## config.mk

```make
export PLATFORM = sky130hd
export DESIGN_NAME = video_regs
export DESIGN_NICKNAME = d
export VERILOG_FILES = /design/src/verilog/video_cfg_pkg.sv /design/src/verilog/video_pix_pkg.sv /design/src/verilog/video_regs.sv
export SDC_FILE = /design/constraint.sdc
export NUM_CORES = 1
export LEC_CHECK = 0
export ABC_AREA = 1
export BUFFER_PORTS_ARGS = -buffer_cell sky130_fd_sc_hd__buf_2
export CORE_ASPECT_RATIO = 0.5
export CORE_MARGIN = 5
export CORE_UTILIZATION = 52
export DETAILED_ROUTE_END_ITERATION = 6
export PLACE_DENSITY = 0.82
export SYNTH_ARGS = -nofsm -noshare
export SYNTH_HDL_FRONTEND = slang
export SYNTH_SLANG_ARGS = --single-unit
```

## constraint.sdc

```tcl
create_clock -name i_clock -period 5.6 [get_ports i_clock]
set_input_delay 0.56 -clock i_clock [delete_from_list [all_inputs] [get_ports i_clock]]
set_output_delay 0.56 -clock i_clock [all_outputs]
set_load 0.01 [all_outputs]
```

## src/verilog/video_cfg_pkg.sv

```systemverilog
// Scanout configuration definitions.
// Register map region codes and register word indices.
// Configuration struct and CPU request struct.

`default_nettype none

package video_cfg_pkg;

	// Region codes in address bits 23:20.
	localparam logic [3:0] REGION_PALETTE = 4'hE;
	localparam logic [3:0] REGION_REGS = 4'hF;

	// Register word indices, address bits 4:2.
	localparam logic [2:0] REG_OFFSET = 3'd0;
	localparam logic [2:0] REG_PITCH = 3'd1;
	localparam logic [2:0] REG_MODE = 3'd2;

	typedef struct packed {
		logic [31:0] read_offset;
		logic [11:0] pitch;
		logic use_palette;
	} video_cfg_t;

	// Write when rw is set.
	typedef struct packed {
		logic rw;
		logic [31:0] address;
		logic [31:0] wdata;
	} cpu_req_t;

endpackage

`default_nettype wire

```

## src/verilog/video_pix_pkg.sv

```systemverilog
// Pixel path definitions.
// Raster position, colour and RAM write port structs.

`default_nettype none

package video_pix_pkg;

	typedef struct packed {
		logic hblank;
		logic vblank;
		logic [10:0] x;
		logic [10:0] y;
	} raster_t;

	typedef logic [23:0] rgb_t;

	typedef struct packed {
		logic en;
		logic [7:0] addr;
		rgb_t data;
	} palette_wr_t;

	typedef struct packed {
		logic en;
		logic [9:0] addr;
		logic [31:0] data;
	} line_wr_t;

endpackage

`default_nettype wire

```

## src/verilog/video_regs.sv

```systemverilog
// CPU register decoder for the scanout.
// Holds offset, pitch and mode registers, issues palette writes.

`timescale 1ns/1ps
`default_nettype none

module video_regs #(
	parameter int MAX_PITCH = 640
)(
	input wire logic i_clock,
	input wire logic i_rst_n,

	input wire logic i_cpu_request,
	input wire video_cfg_pkg::cpu_req_t i_cpu_req,
	output logic o_cpu_ready,
	output logic [31:0] o_cpu_rdata,

	output video_cfg_pkg::video_cfg_t o_cfg,
	output video_pix_pkg::palette_wr_t o_pal_wr
);

	typedef enum logic [1:0] {
		S_IDLE,
		S_PAL_WRITE,
		S_READY,
		S_WAIT_END
	} state_t;

	state_t state;
	logic [3:0] region;
	logic [2:0] reg_sel;
	logic accept;
	logic pal_en;
	logic [7:0] pal_addr;
	video_pix_pkg::rgb_t pal_data;

	assign region = i_cpu_req.address[23:20];
	assign reg_sel = i_cpu_req.address[4:2];
	assign accept = (state == S_IDLE) && i_cpu_request;

	// ========================================================================
	// Handshake FSM and configuration registers.
	// ========================================================================

	always_ff @(posedge i_clock or negedge i_rst_n) begin
		if (!i_rst_n) begin
			state <= S_IDLE;
			o_cpu_ready <= 1'b0;
			pal_en <= 1'b0;
			o_cfg <= '{read_offset: 32'h0, pitch: 12'(MAX_PITCH), use_palette: 1'b1};
		end else begin
			pal_en <= 1'b0;
			unique case (state)
				S_IDLE: begin
					o_cpu_ready <= 1'b0;
					if (i_cpu_request) begin
						if (region == video_cfg_pkg::REGION_PALETTE) begin
							// Strobe goes out first, ready follows.
							pal_en <= i_cpu_req.rw;
							state <= S_PAL_WRITE;
						end else begin
							if (region == video_cfg_pkg::REGION_REGS && i_cpu_req.rw) begin
								case (reg_sel)
									video_cfg_pkg::REG_OFFSET: o_cfg.read_offset <= i_cpu_req.wdata;
									video_cfg_pkg::REG_PITCH: o_cfg.pitch <= i_cpu_req.wdata[11:0];
									video_cfg_pkg::REG_MODE: o_cfg.use_palette <= i_cpu_req.wdata[0];
									default: ;
								endcase
							end
							o_cpu_ready <= 1'b1;
							state <= S_READY;
						end
					end
				end
				S_PAL_WRITE: begin
					o_cpu_ready <= 1'b1;
					state <= S_READY;
				end
				S_READY: begin
					o_cpu_ready <= i_cpu_request;
					state <= S_WAIT_END;
				end
				S_WAIT_END: begin
					// Hold ready until the CPU lets go.
					o_cpu_ready <= i_cpu_request;
					if (!i_cpu_request) begin
						state <= S_IDLE;
					end
				end
			endcase
		end
	end

	// Read data and palette payload.
	always_ff @(posedge i_clock) begin
		if (accept) begin
			pal_addr <= i_cpu_req.address[9:2];
			pal_data <= i_cpu_req.wdata[23:0];
			o_cpu_rdata <= 32'h0;
			if (region == video_cfg_pkg::REGION_REGS && !i_cpu_req.rw) begin
				case (reg_sel)
					video_cfg_pkg::REG_OFFSET: o_cpu_rdata <= o_cfg.read_offset;
					video_cfg_pkg::REG_PITCH: o_cpu_rdata <= {20'h0, o_cfg.pitch};
					video_cfg_pkg::REG_MODE: o_cpu_rdata <= {31'h0, o_cfg.use_palette};
					default: o_cpu_rdata <= 32'h0;
				endcase
			end
		end
	end

	assign o_pal_wr = '{en: pal_en, addr: pal_addr, data: pal_data};

	a_ready_follows_req: assert property (
		@(posedge i_clock) disable iff (!i_rst_n)
		(o_cpu_ready && !i_cpu_request) |-> $past(i_cpu_request)
	);

endmodule

`default_nettype wire

```

======== Word level (Yosys, flattened, before mapping) ========
Cells that the tools add are included.
storage, ports and cells
  word-level logic and storage cells ...... 41
  memory bits (read-only) ................. 0
  input bits .............................. 68
  memories ................................ 0
  bits in writable memories ............... 0
  output and inout port bits .............. 111
  flip-flop bits (word level) ............. 113
  bits in latches ......................... 0
operators by class
  magnitude comparators ................... 0
  eq/ne operators ......................... 9
  bitwise logic cells ..................... 1
  reduce and logical (&&, ||, !) cells .... 11
  add/subtract/negate cells ............... 0
  mux-type cells .......................... 11
  shift-type cells ........................ 0
  multipliers ............................. 0
  divide/modulo/power cells ............... 0
operators by type and width
  operator              count
  $pmux W32 S3          1
  $reduce_and A5 Y1     3
  $eq A4 B4 Y1 const B  2
  $pmux W2 S4           1
  $mux W2               3
  $mux W1               5
  $eq A2 B2 Y1 const B  2
  $ne A2 B2 Y1 const B  2
  $eq A3 B1 Y1 const B  1
  $eq A3 B2 Y1 const B  1
  $logic_and A1 B1 Y1   3
  $logic_not A3 Y1      1
  $pmux W1 S3           1
  $eq A2 B1 Y1 const B  1
  $logic_not A2 Y1      1
  $reduce_and A2 Y1     1
  $reduce_or A2 Y1      1
  $logic_not A1 Y1      1
  $not A1 Y1            1

======== Depth between registers and ports, before layout ========
  depth after elaboration ................. 4
  mapped depth ............................ 9
  depth with buffers taken out ............ 8

======== Least setup slack after synthesis ========
OpenSTA, ideal clock, no wires.
  kind .................................... reg2reg
  start ................................... register state[0]
  end ..................................... register o_cpu_rdata[0] (enable)
  stages on the path, launching flop included .. 5
  data required time ...................... 5,182 ps
  library setup time ...................... 418 ps
  setup slack ............................. 3,210 ps
  clock period less this slack ............ 2,390 ps
  arrival time ............................ 1,972 ps
  buffers on the path ..................... 0
  cell sequence ........................... dfrtp_1 > inv_1 > ha_1 > nand2_1 > inv_1
on the way
  longest elaborated chain between the ends .. 2
RTL lines
  element                 RTL line           source
  from (decl)             video_regs.sv:29   state_t state;
  from (signal assigned)  video_regs.sv:47   state <= S_IDLE;
  from (signal assigned)  video_regs.sv:60   state <= S_PAL_WRITE;
  from (signal assigned)  video_regs.sv:71   state <= S_READY;
  $logic_not A2 Y1        video_regs.sv:39   assign accept = (state == S_IDLE) && i_cpu_request;
  $logic_and A1 B1 Y1     video_regs.sv:39
  net accept              video_regs.sv:32   logic accept;
  to (signal assigned)    video_regs.sv:102  video_cfg_pkg::REG_OFFSET: o_cpu_rdata <= o_cfg.read_offset;
  to (signal assigned)    video_regs.sv:103  video_cfg_pkg::REG_PITCH: o_cpu_rdata <= {20'h0, o_cfg.pitch};
  to (signal assigned)    video_regs.sv:104  video_cfg_pkg::REG_MODE: o_cpu_rdata <= {31'h0, o_cfg.use_palette};
  to (decl)               video_regs.sv:16   output logic [31:0] o_cpu_rdata,
The timed path passes the listed nets, and every way through them passes these cells.
A chain may end at the register's enable or synchronous reset.

======== Worst setup path in the final report ========
  start ................................... input port i_cpu_req[34] (netlist name)
  end ..................................... register o_cfg[11] (netlist name)
on the way
  longest elaborated chain between the ends .. 2
RTL lines
  element                             RTL line          source
  from (decl)                         video_regs.sv:14  input wire video_cfg_pkg::cpu_req_t i_cpu_req,
  $eq A3 B1 Y1                        video_regs.sv:63  case (reg_sel)
  $reduce_and A5 Y1 (no source line)  -
  to (signal assigned)                video_regs.sv:50  o_cfg <= '{read_offset: 32'h0, pitch: 12'(MAX_PITCH), use_palette: 1'b1};
  to (decl)                           video_regs.sv:18  output video_cfg_pkg::video_cfg_t o_cfg,
No other way between the ends.

==> run_results.csv <==
group,metric,value,unit
yosys,avgSynthCellArea,11.18,um^2
finish,drive_gt1_frac,0.3502,
sta,fmax,449.8,MHz
worst_setup_path,cp_common_cell,"nand2_1",
global_routing,track_usage,0.2025,
power_and_ir_drop,swShare,0.2520,
drt,drt_iter0_markers,246,
finish,layout.nets,634,
finish,multi_input_area,0.001136,mm^2
place,dpl_worst_slack,2.981,ns
worst_setup_path,critPathKind,"input port to flip-flop",
outcome,status,"finished, final reports clean",
power_and_ir_drop,power.density,384.1,mW/mm^2
global_routing,gr-total-overflow,0,
clock_network,cts_tree,"yes",
worst_setup_path,end_kind,"flip-flop",
drt,drt_wl_total,10.73,mm
yosys,synth-seq-cells,113,
power_and_ir_drop,pwr-share-clk,0.407,
sta,setup_viol,0,
sta,final.setup.worst_slack,3.377,ns
sta,period_needed,2.223,ns
clock_network,cts-root-buf,"clkbuf_16",
worst_setup_path,cp-start-kind,"input port",
sta,tightest_slew,1.047,ns
clock_network,cts.sinks,113,
finish,design_area,0.005813,mm^2
worst_setup_path,timing.rr.start,"state[0]$_DFFE_PN0P_",
worst_setup_path,crit_buf_inv,2,
worst_setup_path,reg2reg_to,"o_cfg[33]$_DFFE_PN0P_",
power_and_ir_drop,peakVddDrop,0.2597,mV
floorplanning,dieArea,0.01074,mm^2
floorplanning,die_h,75.81,um
power_and_ir_drop,power,2.233,mW
worst_setup_path,cpMaxStageDelayCell,"nor3_4",
yosys,synthCells,403,
worst_setup_path,max_stage_delay,0.77,ns
finish,area_growth,29.06,%
worst_setup_path,cp_max_fo,25,
power_and_ir_drop,combPwrFrac,0.130,
finish,seq_area,0.003152,mm^2
floorplanning,start_util,0.5245,
yosys,ys_warn_count,0,
sta,setup_tns,0,ns
job,cap_violations,0,
finish,n_antenna_cell,0,
sta,skew,0.008002,ns
sta,hold_viol_final,0,
worst_setup_path,required,5.88,ns
place,place_congestion,0.7945,
power_and_ir_drop,seqPwrFrac,0.462,
yosys,ys_types,25,
clock_network,clock_latency,0.40,ns
yosys,syn-num-nets,475,
finish,fillers,671,
drt,wl_per_cell,15.52,um
finish,final_common_cell,"buf_2",
drt,vias,3432,
clock_network,clock_path_buffers,2,
global_routing,grt_start_max_net_pins,65,
yosys,seq_area_frac_synth,0.6997,
clock_network,post_cts_buffers,0,
clock_network,cts_resized,0,
clock_network,hold_buffers,0,
sta,fin_crit_sh,0.3970,
worst_setup_path,rrSetupSlack,3.47,ns
global_routing,first_global_vias,3278,
worst_setup_path,crit_chain,"buf_2, inv_1, nor3_4, nand3_1, nand2_1, nand2_1",
worst_hold_path,holdCritPathClass,"input port to asynchronous set/reset pin",
global_routing,grt_pass1_wl,16.57,mm
finish,mostFrequentLayoutCells,"buf_2 (158), nand2_1 (145), edfxtp_1 (64), nand3_1 (48), dfrtp_1 (46)",
worst_setup_path,critical-path-top-delay-family,"simple AND/OR/NAND/NOR gates",
drt,via_per_inst,4.967,
drt,antenna_left,0,
drt,drt_first_pass_iters,4,
place,dp.final_hpwl,6.942,mm
place,port-buffer-count,158,
clock_network,cts_buffers,17,
power_and_ir_drop,p_sw,0.5627,mW
floorplanning,die_x,141.6,um
floorplanning,coreArea,0.008588,mm^2
power_and_ir_drop,leakage,2.804,nW
floorplanning,row_count,24,
clock_network,cts_max_level,4,
finish,fin_util,0.6769,
drt,drc,0,
yosys,syn-cell-area,0.004504,mm^2
sta,rsz0062_at_grt,"no",
worst_setup_path,worstPathArrival,2.51,ns
clock_network,clk_pin_slew,0.05,ns
sta,drv_slew,0,
place,place_area,0.005308,mm^2
floorplanning,pin_count,179,
sta,slew_headroom,0.3003,
power_and_ir_drop,p_int,1.670,mW
worst_setup_path,path_depth,6,
global_routing,antenna_found_initial,1,
worst_setup_path,r2r_cells,8,
-- worst register-to-register path: stages, from the launching register on --
cell	delay [ns]
dfrtp_1	0.39
inv_1	0.13
ha_1	0.20
nand2_1	0.09
inv_1	0.07
nand2_2	0.06
nor2_4	0.81
nand3_1	0.19
nand2_1	0.12
-- worst max path at each step --
stage	from	slack (ns)	endpoint
floorplan	state[0]$_DFFE_PN0P_	3.21	o_cpu_rdata[0]$_SDFFCE_PN0P_
detailed placement	i_cpu_req[34]	2.98	o_cfg[6]$_DFFE_PN0P_
global placement	i_cpu_req[34]	3.05	o_cfg[1]$_DFFE_PN0P_
global route	i_cpu_req[34]	3.21	o_cfg[7]$_DFFE_PN0P_
finish	i_cpu_req[34]	3.38	o_cfg[11]$_DFFE_PN0P_
CTS	i_cpu_req[34]	3.35	o_cfg[11]$_DFFE_PN0P_
-- synthesized netlist by cell type --
cell,instances,share of area
buf_2,7,0.0078
a31oi_1,1,0.0014
edfxtp_1,64,0.43
nor2_4,2,0.0050
nor2_2,1,0.0014
o21ai_0,4,0.0044
o211ai_1,1,0.0017
buf_6,8,0.020
nand3_1,48,0.053
nand2_1,145,0.12
dfstp_2,3,0.018
o21bai_1,1,0.0017
nor3_1,2,0.0022
ha_1,4,0.011
buf_4,4,0.0067
nand2_2,4,0.0056
inv_2,1,0.00083
nor2_1,25,0.021
dfrtp_1,46,0.26
clkbuf_1,2,0.0017
nor3_2,1,0.0022
nor3_4,1,0.0036
nand3_2,1,0.0022
inv_1,15,0.012
a21oi_1,12,0.013
-- power by group through the flow --
stage / registers (mW) / clock network (mW) / logic (mW)
final: 1.03 / 0.909 / 0.291
after CTS: 1.03 / 0.929 / 0.298
after global placement: 1.04 / 0 / 0.289
after global routing: 1.04 / 0.972 / 0.322
after detailed placement: 1.05 / 0 / 0.296
after floorplan: 1.10 / 0 / 0.106
-- logic make-up (layout without fill, tap and decap cells) --
logic type | Yosys count | in the layout | share of synthesized area
buffers and inverters | 37 | 208 | 0.04944
AO/OA/AOI/OAI | 19 | 19 | 0.02250
adder cells (fa/ha/maj) | 4 | 4 | 0.01111
AND/OR/NAND/NOR | 230 | 230 | 0.2172
flip-flops | 113 | 113 | 0.6997
-- per-layer routing --
metal	track usage	up-vias	wire length, um
met5	0	-	7
met4	0.1021	2	199
met3	0.05455	20	615
met2	0.3458	108	5679
met1	0.2451	1644	4223
li1	-	1658	-
-- area by class of cell --
type,instances,area share
tap,117,0.02518
clock buffer,21,0.07921
inverter,16,0.01033
clock inverter,10,0.007749
timing repair buffer,161,0.1399
multi-input combinational,253,0.1954
sequential,113,0.5422
-- state kept, by name (all words and copies together), names as in the netlist --
register	flops
o_cfg	45
o_cpu_rdata	32
o_cpu_ready	1
pal_addr	8
pal_data	24
pal_en	1
state	2
-- per-stage QoR --
stage / hold slack [ns] / cells
floorplan: 0.2644 / 403
global placement: 0.4571 / 660
detailed placement: 0.4624 / 660
CTS: 0.2843 / 691
global route: 0.3181 / 691
finish: 0.2510 / 691
Power figures use the tool's default switching activity.
