File: config.mk
export PLATFORM = sky130hd
export DESIGN_NAME = pixel_stage
export DESIGN_NICKNAME = d
export VERILOG_FILES = /design/src/verilog/video_cfg_pkg.sv /design/src/verilog/video_pix_pkg.sv /design/src/verilog/pixel_stage.sv
export SDC_FILE = /design/constraint.sdc
export NUM_CORES = 1
export LEC_CHECK = 0
export ABC_AREA = 1
export BUFFER_PORTS_ARGS = -buffer_cell sky130_fd_sc_hd__buf_2
export CORE_MARGIN = 4
export CORE_UTILIZATION = 37
export DETAILED_ROUTE_END_ITERATION = 10
export GPL_TIMING_DRIVEN = 0
export HOLD_SLACK_MARGIN = 0.05
export PLACE_DENSITY = 0.8
export SLEW_MARGIN = 20
export SYNTH_ARGS = -nofsm -noshare
export SYNTH_HDL_FRONTEND = slang
export SYNTH_SLANG_ARGS = --single-unit
File: constraint.sdc
create_clock -name i_clock -period 1.2 [get_ports i_clock]
set_input_delay 0.18 -clock i_clock [delete_from_list [all_inputs] [get_ports i_clock]]
set_output_delay 0.18 -clock i_clock [all_outputs]
set_load 0.03 [all_outputs]
File: src/verilog/video_cfg_pkg.sv
// Scanout configuration definitions.
// Register map region codes and register word indices.
// Configuration struct and CPU request struct.

`default_nettype none

package video_cfg_pkg;

	// Region codes in address bits 23:20.
	localparam logic [3:0] REGION_PALETTE = 4'hE;
	localparam logic [3:0] REGION_REGS = 4'hF;

	// Register word indices, address bits 4:2.
	localparam logic [2:0] REG_OFFSET = 3'd0;
	localparam logic [2:0] REG_PITCH = 3'd1;
	localparam logic [2:0] REG_MODE = 3'd2;

	typedef struct packed {
		logic [31:0] read_offset;
		logic [11:0] pitch;
		logic use_palette;
	} video_cfg_t;

	// Write when rw is set.
	typedef struct packed {
		logic rw;
		logic [31:0] address;
		logic [31:0] wdata;
	} cpu_req_t;

endpackage

`default_nettype wire

File: src/verilog/video_pix_pkg.sv
// Pixel path definitions.
// Raster position, colour and RAM write port structs.

`default_nettype none

package video_pix_pkg;

	typedef struct packed {
		logic hblank;
		logic vblank;
		logic [10:0] x;
		logic [10:0] y;
	} raster_t;

	typedef logic [23:0] rgb_t;

	typedef struct packed {
		logic en;
		logic [7:0] addr;
		rgb_t data;
	} palette_wr_t;

	typedef struct packed {
		logic en;
		logic [9:0] addr;
		logic [31:0] data;
	} line_wr_t;

endpackage

`default_nettype wire

File: src/verilog/pixel_stage.sv
// Pixel output pipeline.
// Line buffer read, palette lookup, colour output register.
// Three cycles from raster position to colour.

`timescale 1ns/1ps
`default_nettype none

module pixel_stage #(
	parameter int MAX_PITCH = 640
)(
	input wire logic i_clock,
	input wire logic i_rst_n,

	input wire video_pix_pkg::raster_t i_raster,
	input wire video_cfg_pkg::video_cfg_t i_cfg,

	output logic [$clog2(MAX_PITCH/4)-1:0] o_line_rd_addr,
	input wire logic [31:0] i_line_rd_data,

	output logic [7:0] o_pal_rd_addr,
	input wire video_pix_pkg::rgb_t i_pal_rd_data,

	output video_pix_pkg::rgb_t o_video_rgb
);

	logic [10:0] word_addr;
	logic in_width;
	logic s1_valid;
	logic s1_pal;
	logic [1:0] s1_sel;
	logic s2_valid;
	logic s2_pal;
	video_pix_pkg::rgb_t s2_direct;

	// ========================================================================
	// Stage 1: word address and visibility.
	// ========================================================================

	always_comb begin
		if (i_cfg.use_palette) begin
			// Four palette indices per word.
			word_addr = {2'b00, i_raster.x[10:2]};
			in_width = {1'b0, i_raster.x} < i_cfg.pitch;
		end else begin
			word_addr = i_raster.x;
			in_width = {1'b0, i_raster.x} < {2'b00, i_cfg.pitch[11:2]};
		end
	end

	assign o_line_rd_addr = word_addr[$clog2(MAX_PITCH/4)-1:0];

	// Stage 2: byte of the buffered word as palette index.
	always_comb begin
		case (s1_sel)
			2'd0: o_pal_rd_addr = i_line_rd_data[7:0];
			2'd1: o_pal_rd_addr = i_line_rd_data[15:8];
			2'd2: o_pal_rd_addr = i_line_rd_data[23:16];
			default: o_pal_rd_addr = i_line_rd_data[31:24];
		endcase
	end

	always_ff @(posedge i_clock or negedge i_rst_n) begin
		if (!i_rst_n) begin
			s1_valid <= 1'b0;
			s1_pal <= 1'b0;
			s1_sel <= 2'd0;
			s2_valid <= 1'b0;
			s2_pal <= 1'b0;
			o_video_rgb <= '0;
		end else begin
			s1_valid <= !i_raster.hblank && !i_raster.vblank && in_width &&
				(word_addr < 11'(MAX_PITCH / 4));
			s1_pal <= i_cfg.use_palette;
			s1_sel <= i_raster.x[1:0];
			s2_valid <= s1_valid;
			s2_pal <= s1_pal;

			// Stage 3: colour out, black when off screen.
			if (!s2_valid) begin
				o_video_rgb <= '0;
			end else if (s2_pal) begin
				o_video_rgb <= i_pal_rd_data;
			end else begin
				o_video_rgb <= s2_direct;
			end
		end
	end

	// Direct colour waits out the palette read.
	always_ff @(posedge i_clock) begin
		s2_direct <= i_line_rd_data[23:0];
	end

endmodule

`default_nettype wire

# After elaboration in Yosys (flattened, before gate mapping)

Cells that the tools add are included.

Order comparisons: 3
Equal/unequal tests: 2
Mux-type cells: 5
Reductions and logical operators: 6

Operator list:

| cell                                                                          | count |
|---|---|
| 24-bit two-way mux                                                            | 2 |
| 8-bit one-hot mux with 3 select lines                                         | 1 |
| 11-bit by 12-bit less-than comparator with 1-bit output                       | 1 |
| 11-bit by 10-bit less-than comparator with 1-bit output                       | 1 |
| 11-bit by 8-bit less-than comparator with 1-bit output, second input constant | 1 |
| 11-bit two-way mux                                                            | 1 |
| 1-bit logical AND                                                             | 3 |
| 2-bit by 1-bit == test with 1-bit output, second input constant               | 1 |
| 2-bit == test, second input constant                                          | 1 |
| 1-bit zero test                                                               | 2 |
| 2-bit zero test                                                               | 1 |
| 1-bit two-way mux                                                             | 1 |

Register bits after elaboration: 54
Bits of input ports: 127
Output and inout bits: 40
Word-level logic and storage cells: 23

# Depth between registers and ports, before layout

Gate-level depths: netlist (run 1).

Word-level depth: 4
Depth in mapped cells: 11
Depth with buffers taken out: 11

# Worst setup path after synthesis (run 1)

No wires, ideal clock.

Kind: reg-to-output
Start: reg s1_sel[0]
End: out o_pal_rd_addr[0]
Data arrival time: 1344 ps
Required time: 1020 ps
Slack: -324 ps
Cell stages (with the launch flop): 5
Buffers on the path: 1
Cells stage by stage: dfrtp_1 -> buf_4 -> nor2_2 -> a221oi_1 -> a21oi_1

Word-level cells in the longest chain between the ends: 2
Elaborated cells between the ends (all ways): 4
Those cells by class: 2 x eq/ne; 1 x mux; 1 x reduce/logical

RTL lines:

| element                                     | line              | text |
|---|---|---|
| start: declaration                          | pixel_stage.sv:30 | `logic [1:0] s1_sel;` |
| start signal: assignment                    | pixel_stage.sv:74 | `s1_sel <= i_raster.x[1:0];` |
| 2-bit == test, or another cell as far along | pixel_stage.sv:54 | `case (s1_sel)` |
| 8-bit one-hot mux with 3 select lines *     | pixel_stage.sv:54 |  |
| end: declaration                            | pixel_stage.sv:20 | `output logic [7:0] o_pal_rd_addr,` |

Every way passes the cells marked *; elsewhere a longest branch is shown, timed or not.

# Worst setup path in the final report (run 1)

Start: reg s1_sel[1]
End: out o_pal_rd_addr[3]

The elaborated chain is that of the path after synthesis.

==> impl_metrics.prom, run 1 <==
# TYPE chip_impl_metric gauge
chip_impl_metric{name="timing_max_transition_violations_final",unit=""} 0
chip_impl_metric{name="setup-violations-final",unit=""} 8
chip_impl_metric{name="ratio_of_cells_with_drive_above_1_in_the_final_layout",unit="%"} 33.55
chip_impl_metric{name="post_synth_inst_count",unit=""} 307
chip_impl_metric{name="drt-vias-per-instance",unit=""} 4.756
chip_impl_info{name="worst_hold_path_type",value="input port to register"} 1
chip_impl_metric{name="quantity_of_i_o_buffers_inserted_on_ports",unit=""} 123
chip_impl_metric{name="power_density",unit="nW/um^2"} 1066
chip_impl_metric{name="fp.dieArea",unit="sq um"} 7999
chip_impl_metric{name="placed_cells_incl_taps",unit=""} 507
chip_impl_info{name="setup_repair_after_global_routing_missed_its_margin",value="true"} 1
chip_impl_metric{name="antenna_violating_nets_post_route",unit=""} 0
chip_impl_metric{name="post-route-cell-area",unit="sq um"} 3701
chip_impl_metric{name="globalRouteTotalUtil",unit="%"} 18.48
chip_impl_metric{name="timing.critical_path.arrival",unit="ps"} 1490
chip_impl_metric{name="hold_viol",unit=""} 0
chip_impl_info{name="clock_tree_from_tritoncts",value="done"} 1
chip_impl_metric{name="wirelength",unit="um"} 7545
chip_impl_info{name="critical_path.startpoint",value="s1_sel[1]"} 1
chip_impl_metric{name="drv.max_cap_violation_count",unit=""} 0
chip_impl_metric{name="slew_at_the_pin_closest_to_its_max_slew_limit",unit="ps"} 723.0
chip_impl_metric{name="post_cts_clock_slew_at_the_launch_and_capture_registers_of_the_worst_setup_and_hold_paths",unit="ps"} 90
chip_impl_metric{name="cp_data_required_time",unit="ps"} 1020
chip_impl_metric{name="achievable-frequency",unit="MHz"} 597.9
chip_impl_metric{name="first_pass_grt_wire_length",unit="um"} 11320
chip_impl_metric{name="ys_warn_count",unit=""} 0
chip_impl_info{name="yosysTopAreaCell",value="dfrtp_1"} 1
chip_impl_metric{name="cellLeakagePower",unit="nW"} 2.085
chip_impl_metric{name="detailed_place.area",unit="sq um"} 3212
chip_impl_metric{name="final_routed_wire_length_divided_by_cell_count",unit="um"} 13.84
chip_impl_metric{name="final_core_util",unit="%"} 57.95
chip_impl_info{name="start_kind",value="register"} 1
chip_impl_metric{name="cts-root-to-sink-buffers",unit=""} 2
chip_impl_info{name="timing.hold.worst.start",value="i_cfg[0]"} 1
chip_impl_metric{name="worst-path-max-fanout",unit=""} 8
chip_impl_metric{name="dr_total_vias",unit=""} 2592
chip_impl_metric{name="dp_hpwl",unit="um"} 5704
chip_impl_info{name="status",value="finished with violations"} 1
chip_impl_metric{name="overflow",unit=""} 0
chip_impl_metric{name="fin_skew",unit="ps"} 8.318
chip_impl_metric{name="cts_inserted_buffers",unit=""} 5
chip_impl_metric{name="post_synth.cell_area_avg",unit="sq um"} 7.992
chip_impl_metric{name="seq_area_frac_synth",unit="%"} 50.18
chip_impl_metric{name="effective_utilization_at_floorplan",unit="%"} 38.42
chip_impl_metric{name="fin_nets",unit=""} 613
chip_impl_metric{name="final.period_utilization",unit="%"} 139.4
chip_impl_metric{name="yosys_register_bits",unit=""} 54
chip_impl_metric{name="finalCriticalPeriod",unit="ps"} 1672
chip_impl_metric{name="rows",unit=""} 29
chip_impl_metric{name="synth.distinct_cells",unit=""} 20
chip_impl_info{name="failed_checks",value="negative setup slack"} 1
chip_impl_metric{name="io_pins",unit=""} 167
chip_impl_metric{name="clkSinkCount",unit=""} 54
chip_impl_metric{name="h-tree-depth",unit=""} 2
chip_impl_metric{name="dpl_worst_slack",unit="ps"} -297.7
chip_impl_metric{name="synth_area",unit="sq um"} 2454
chip_impl_info{name="layout_common_cells",value="buf_2 (117), nand2_1 (69), nor2_1 (59)"} 1
chip_impl_info{name="regToRegStartpoint",value="s2_pal"} 1
chip_impl_metric{name="grt_max_degree",unit=""} 31
chip_impl_metric{name="share_of_yosys_cell_area_claimed_by_the_top_area_cell_type",unit="%"} 30.60
chip_impl_metric{name="coreArea",unit="sq um"} 6386
chip_impl_info{name="layout.cells.most_common",value="buf_2"} 1
chip_impl_metric{name="relSlewSlack",unit="%"} 51.80
chip_impl_info{name="synth.top_cells.by_area",value="dfrtp_1 (31%), dfxtp_1 (20%), nand2_1 (11%)"} 1
chip_impl_metric{name="power.ir.vdd_worst",unit="V"} 0.0007367
chip_impl_metric{name="synthesized_netlist_net_count",unit=""} 453
chip_impl_info{name="root_buffer_master",value="clkbuf_8"} 1
chip_impl_metric{name="stdcell_count",unit=""} 545
chip_impl_metric{name="width_of_the_chip",unit="um"} 89.44
chip_impl_metric{name="drc",unit=""} 0
chip_impl_metric{name="area.growth.synth_to_final",unit="%"} 50.84
chip_impl_metric{name="drt_iter0_drc",unit=""} 81
chip_impl_metric{name="place.gp.congestion",unit=""} 0.8563
chip_impl_info{name="crit_path_end_kind",value="primary output"} 1
chip_impl_metric{name="filler_cell_count",unit=""} 533
chip_impl_metric{name="layout_setup_ws",unit="ps"} -472.5
chip_impl_metric{name="drtPass1Iterations",unit=""} 5
chip_impl_metric{name="die_h",unit="um"} 89.44
chip_impl_metric{name="clk-insertion-delay-late",unit="ps"} 300
chip_impl_metric{name="number_of_antenna_violations_at_the_first_check_in_global_routing",unit=""} 0
chip_impl_info{name="criticalPathCategory",value="register to primary output"} 1
chip_impl_metric{name="antenna-diode-count",unit=""} 0
chip_impl_metric{name="grt_pass1_vias",unit=""} 2519
power breakdown:
group,switching (W),internal (W)
registers,0.0000235,0.00187
logic,0.000502,0.000373
clock network,0.000555,0.000622
area by class of cell:
type / instances / area [sq um] / share of cell area, %
Buffer: 8 / 52.55 / 1.420
Clock buffer: 6 / 72.57 / 1.961
Clock inverter: 2 / 37.54 / 1.014
Inverter: 35 / 136.4 / 3.685
Multi-Input combinational cell: 210 / 1119 / 30.22
Sequential cell: 54 / 1232 / 33.30
Tap cell: 77 / 96.34 / 2.603
Timing Repair Buffer: 153 / 954.7 / 25.79
repair_timing:
item	CTS	global route
hold buffers	27	0
hold endpoints to repair	56	0
endpoints found under the setup margin	8	29
pin swaps	10	4
buffers inserted	3	0
gates resized for setup	21	14
layer usage:
layer / global-route usage, % / vias to the layer above / share of wire [%]
met3: 3.226 / 16 / 9.8
met1: 19.68 / 1152 / 37
met5: 0 / - / 0
met2: 35.03 / 133 / 51
li1: - / 1291 / -
met4: 8.390 / 0 / 2.3
flip-flops by register name (all words and copies together), names as in the netlist:
signal	cells
o_video_rgb	24
s1_pal	1
s1_sel	2
s1_valid	1
s2_direct	24
s2_pal	1
s2_valid	1
cells by family after synthesis:
family	after synthesis	synth area share, %
DFF	54	50.18
adders and majority gates	19	9.689
and+or+nand+nor	152	24.63
AOI/OAI and AO/OA	39	8.363
buffers and inverters	43	7.139
cells in the mapped netlist (all sizes together):
| library cell | n |
|---|---|
| buf | 4 |
| nand4 | 6 |
| ha | 19 |
| a21oi | 8 |
| inv | 35 |
| nor3 | 2 |
| o21ai | 28 |
| nand2 | 74 |
| a21boi | 1 |
| a221oi | 2 |
| nand3 | 9 |
| dfrtp | 30 |
| clkbuf | 4 |
| nor2 | 61 |
| dfxtp | 24 |
through the flow:
step	setup TNS, ps	power, W	hold WS (ps)
6_report	-3490	0.003947	57.70
5_1_grt	-4123	0.004128	61.00
4_1_cts	-3319	0.003945	54.50
3_5_place_dp	-1724	0.002674	269.7
3_3_place_gp	-1457	0.002653	245.8
2_1_floorplan	-99.38	0.002339	-115.6
worst max-delay path: stages (launching register included):
cell     delay [ps]
dfrtp_2         450
inv_4            80
nor2_4          240
nand2_2         110
a21oi_4         160
buf_6           140
final timing paths:
kind	slack [ps]	endpoint	depth (start not counted)
hold / removal	60	s1_pal	1
max in group asynchronous	230	s1_sel[1]	2
setup reg to reg	100	o_video_rgb[18]	3
min in group asynchronous	470	o_video_rgb[9]	2
setup / recovery	-470	o_pal_rd_addr[3]	5
hold reg to reg	360	s2_valid	0
Power figures use the tool's default switching activity.
==> run 2: changes to the inputs <==
- CORE_UTILIZATION: 37 -> 45
- PLACE_DENSITY: 0.8 -> 0.9
- clock period: 1.2 -> 1.95 ns (I/O delays scaled with it)
==> impl_metrics.prom, run 2 (synthesis gave the netlist of run 1 again) <==
# TYPE chip_impl_metric gauge
chip_impl_info{name="top_regs",value="o_video_rgb (24), s2_direct (24), s1_sel (2)"} 1
chip_impl_info{name="layout.cells.most_common",value="buf_2"} 1
chip_impl_metric{name="place.gp.congestion",unit=""} 0.9098
chip_impl_metric{name="power_density",unit="nW/um^2"} 702.0
chip_impl_metric{name="antenna_violating_nets_post_route",unit=""} 0
chip_impl_metric{name="worst-path-max-fanout",unit=""} 10
chip_impl_info{name="layout_common_cells",value="buf_2 (124), nand2_1 (72), nor2_1 (59)"} 1
chip_impl_metric{name="wirelength",unit="um"} 6831
chip_impl_metric{name="rows",unit=""} 26
chip_impl_metric{name="clk-insertion-delay-late",unit="ps"} 300
chip_impl_metric{name="finalCriticalPeriod",unit="ps"} 1865
chip_impl_metric{name="number_of_antenna_violations_at_the_first_check_in_global_routing",unit=""} 1
chip_impl_metric{name="timing.critical_path.arrival",unit="ps"} 1570
chip_impl_metric{name="setup.reg_to_reg.worst_slack",unit="ps"} 780
chip_impl_metric{name="first_pass_grt_wire_length",unit="um"} 10360
chip_impl_metric{name="drt-vias-per-instance",unit=""} 4.880
chip_impl_metric{name="internal-power",unit="W"} 0.001701
chip_impl_info{name="status",value="complete, no violations"} 1
chip_impl_metric{name="drt_iter0_drc",unit=""} 86
chip_impl_metric{name="ratio_of_cells_with_drive_above_1_in_the_final_layout",unit="%"} 32.80
chip_impl_metric{name="pwr-share-comb",unit="%"} 19.5
chip_impl_metric{name="overflow",unit=""} 0
chip_impl_info{name="crit_path_end_kind",value="primary output"} 1
chip_impl_metric{name="cts-root-to-sink-buffers",unit=""} 2
chip_impl_metric{name="worst_slack_on_hold_paths",unit="ps"} 109.4
chip_impl_metric{name="antenna-diode-count",unit=""} 0
chip_impl_metric{name="power_switching_share",unit="%"} 26.98
chip_impl_metric{name="area.growth.synth_to_final",unit="%"} 35.24
chip_impl_metric{name="grt_pass1_vias",unit=""} 2434
chip_impl_metric{name="timing_max_transition_violations_final",unit=""} 0
chip_impl_metric{name="cp_data_required_time",unit="ps"} 1660
chip_impl_info{name="regToRegStartpoint",value="s2_pal"} 1
chip_impl_metric{name="fp.dieArea",unit="sq um"} 6698
chip_impl_metric{name="coreArea",unit="sq um"} 5205
chip_impl_metric{name="power.ir.vdd_worst",unit="V"} 0.0003579
chip_impl_metric{name="hold_viol",unit=""} 0
chip_impl_metric{name="quantity_of_i_o_buffers_inserted_on_ports",unit=""} 123
chip_impl_metric{name="drc",unit=""} 0
chip_impl_metric{name="drtPass1Iterations",unit=""} 4
chip_impl_metric{name="power.switching",unit="W"} 0.0006285
chip_impl_metric{name="clockPowerShare",unit="%"} 30.5
chip_impl_info{name="root_buffer_master",value="clkbuf_8"} 1
chip_impl_metric{name="stdcell_count",unit=""} 509
chip_impl_metric{name="drv.max_cap_violation_count",unit=""} 0
chip_impl_metric{name="fin_skew",unit="ps"} 5.448
chip_impl_info{name="worstSetupEndpoint",value="o_pal_rd_addr[0]"} 1
chip_impl_metric{name="rr_worst_depth",unit=""} 3
chip_impl_metric{name="globalRouteTotalUtil",unit="%"} 20.68
chip_impl_metric{name="achievable-frequency",unit="MHz"} 536.1
chip_impl_metric{name="post_cts_clock_slew_at_the_launch_and_capture_registers_of_the_worst_setup_and_hold_paths",unit="ps"} 90
chip_impl_info{name="critical_path.startpoint",value="s1_sel[0]"} 1
chip_impl_metric{name="final_routed_wire_length_divided_by_cell_count",unit="um"} 13.42
chip_impl_metric{name="io_pins",unit=""} 167
chip_impl_info{name="criticalPathCategory",value="register to primary output"} 1
chip_impl_metric{name="grt_max_degree",unit=""} 31
chip_impl_metric{name="setup-violations-final",unit=""} 0
chip_impl_metric{name="placed_cells_incl_taps",unit=""} 500
chip_impl_metric{name="dp_hpwl",unit="um"} 5557
chip_impl_metric{name="fin_nets",unit=""} 584
chip_impl_metric{name="slew_at_the_pin_closest_to_its_max_slew_limit",unit="ps"} 669.3
chip_impl_metric{name="relSlewSlack",unit="%"} 55.38
chip_impl_metric{name="h-tree-depth",unit=""} 2
chip_impl_info{name="worst_hold_path_type",value="input port to register"} 1
chip_impl_metric{name="cts_inserted_buffers",unit=""} 5
chip_impl_info{name="start_kind",value="register"} 1
chip_impl_metric{name="dr_total_vias",unit=""} 2484
chip_impl_metric{name="die_h",unit="um"} 81.84
chip_impl_metric{name="cellLeakagePower",unit="nW"} 1.925
chip_impl_info{name="reg2reg_to",value="o_video_rgb[5]"} 1
chip_impl_metric{name="clkSinkCount",unit=""} 54
chip_impl_metric{name="final.period_utilization",unit="%"} 95.65
chip_impl_info{name="clock_tree_from_tritoncts",value="done"} 1
chip_impl_metric{name="seq_power_share",unit="%"} 50.0
chip_impl_metric{name="filler_cell_count",unit=""} 466
chip_impl_metric{name="width_of_the_chip",unit="um"} 81.84
chip_impl_metric{name="effective_utilization_at_floorplan",unit="%"} 47.14
run 2: cell count changes in the layout (fill, tap and decap cells not counted), moves of 2 or more:
cell           change
dlygate4sd3_1     -26
nand2_2            -2
clkbuf_1           +4
buf_4              -4
clkbuf_2           -4
buf_6              -7
buf_2              +7
nand2_1            +3
run 2: power groups by stage:
stage | Clock, W | Sequential, W | Combinational [W]
2_1_floorplan | 0 | 0.00120 | 0.000225
3_3_place_gp | 0 | 0.00118 | 0.000428
3_5_place_dp | 0 | 0.00119 | 0.000441
4_1_cts | 0.000728 | 0.00116 | 0.000447
5_1_grt | 0.000782 | 0.00117 | 0.000508
6_report | 0.000711 | 0.00116 | 0.000454
run 2: metal layers:
metal / global-route usage, % / share of wire, % / up-vias
li1: - / - / 1230
met1: 21.29 / 35 / 1113
met2: 37.64 / 49 / 121
met3: 6.798 / 12 / 18
met4: 9.468 / 3.2 / 2
met5: 0 / 0.10 / -
run 2: worst min-delay path by stage:
stage,end,start,cells past startpoint
after global routing,s2_direct[5],i_line_rd_data[5],1
after CTS,s2_direct[11],i_line_rd_data[11],1
after floorplan,o_video_rgb[0],i_rst_n,0
final,s2_direct[5],i_line_rd_data[5],1
after global placement,s2_valid,s1_valid,0
after detailed placement,s2_pal,s1_pal,0
run 2: through the flow:
step                      setup WS (ps)  power, W  TNS [ps]  cell area [sq um]  util, %
after floorplan                   313.2  0.001427         0               2454        -
after CTS                         15.19  0.002337         0               3284    63.10
final                             84.73  0.002330         0               3318    63.75
after detailed placement          298.0  0.001627         0               3157    60.65
after global placement            285.8  0.001612         0               3157    60.65
after global routing             -20.77  0.002458    -20.77               3318    63.75
run 2: critical path, stage by stage, from the launching register on:
cell and delay [ps]:
dfrtp_1 420, buf_6 170, nor2_4 190, a221oi_2 100, a21oi_2 180, clkbuf_4 220
run 2: timing repair:
item	in CTS	in global routing
endpoints found under the hold margin	30	0
pin swaps	0	2
setup buffers	0	0
hold buffers	1	0
gates resized for setup	3	10
endpoints found under the setup margin	1	3
run 2: cell type report:
class	count	area [sq um]	area share [%]
Sequential cell	54	1232	37.14
Multi-Input combinational cell	210	1079	32.50
Timing Repair Buffer	124	628.1	18.93
Inverter	35	133.9	4.035
Tap cell	70	87.58	2.640
Clock buffer	6	72.57	2.187
Buffer	8	47.55	1.433
Clock inverter	2	37.54	1.131
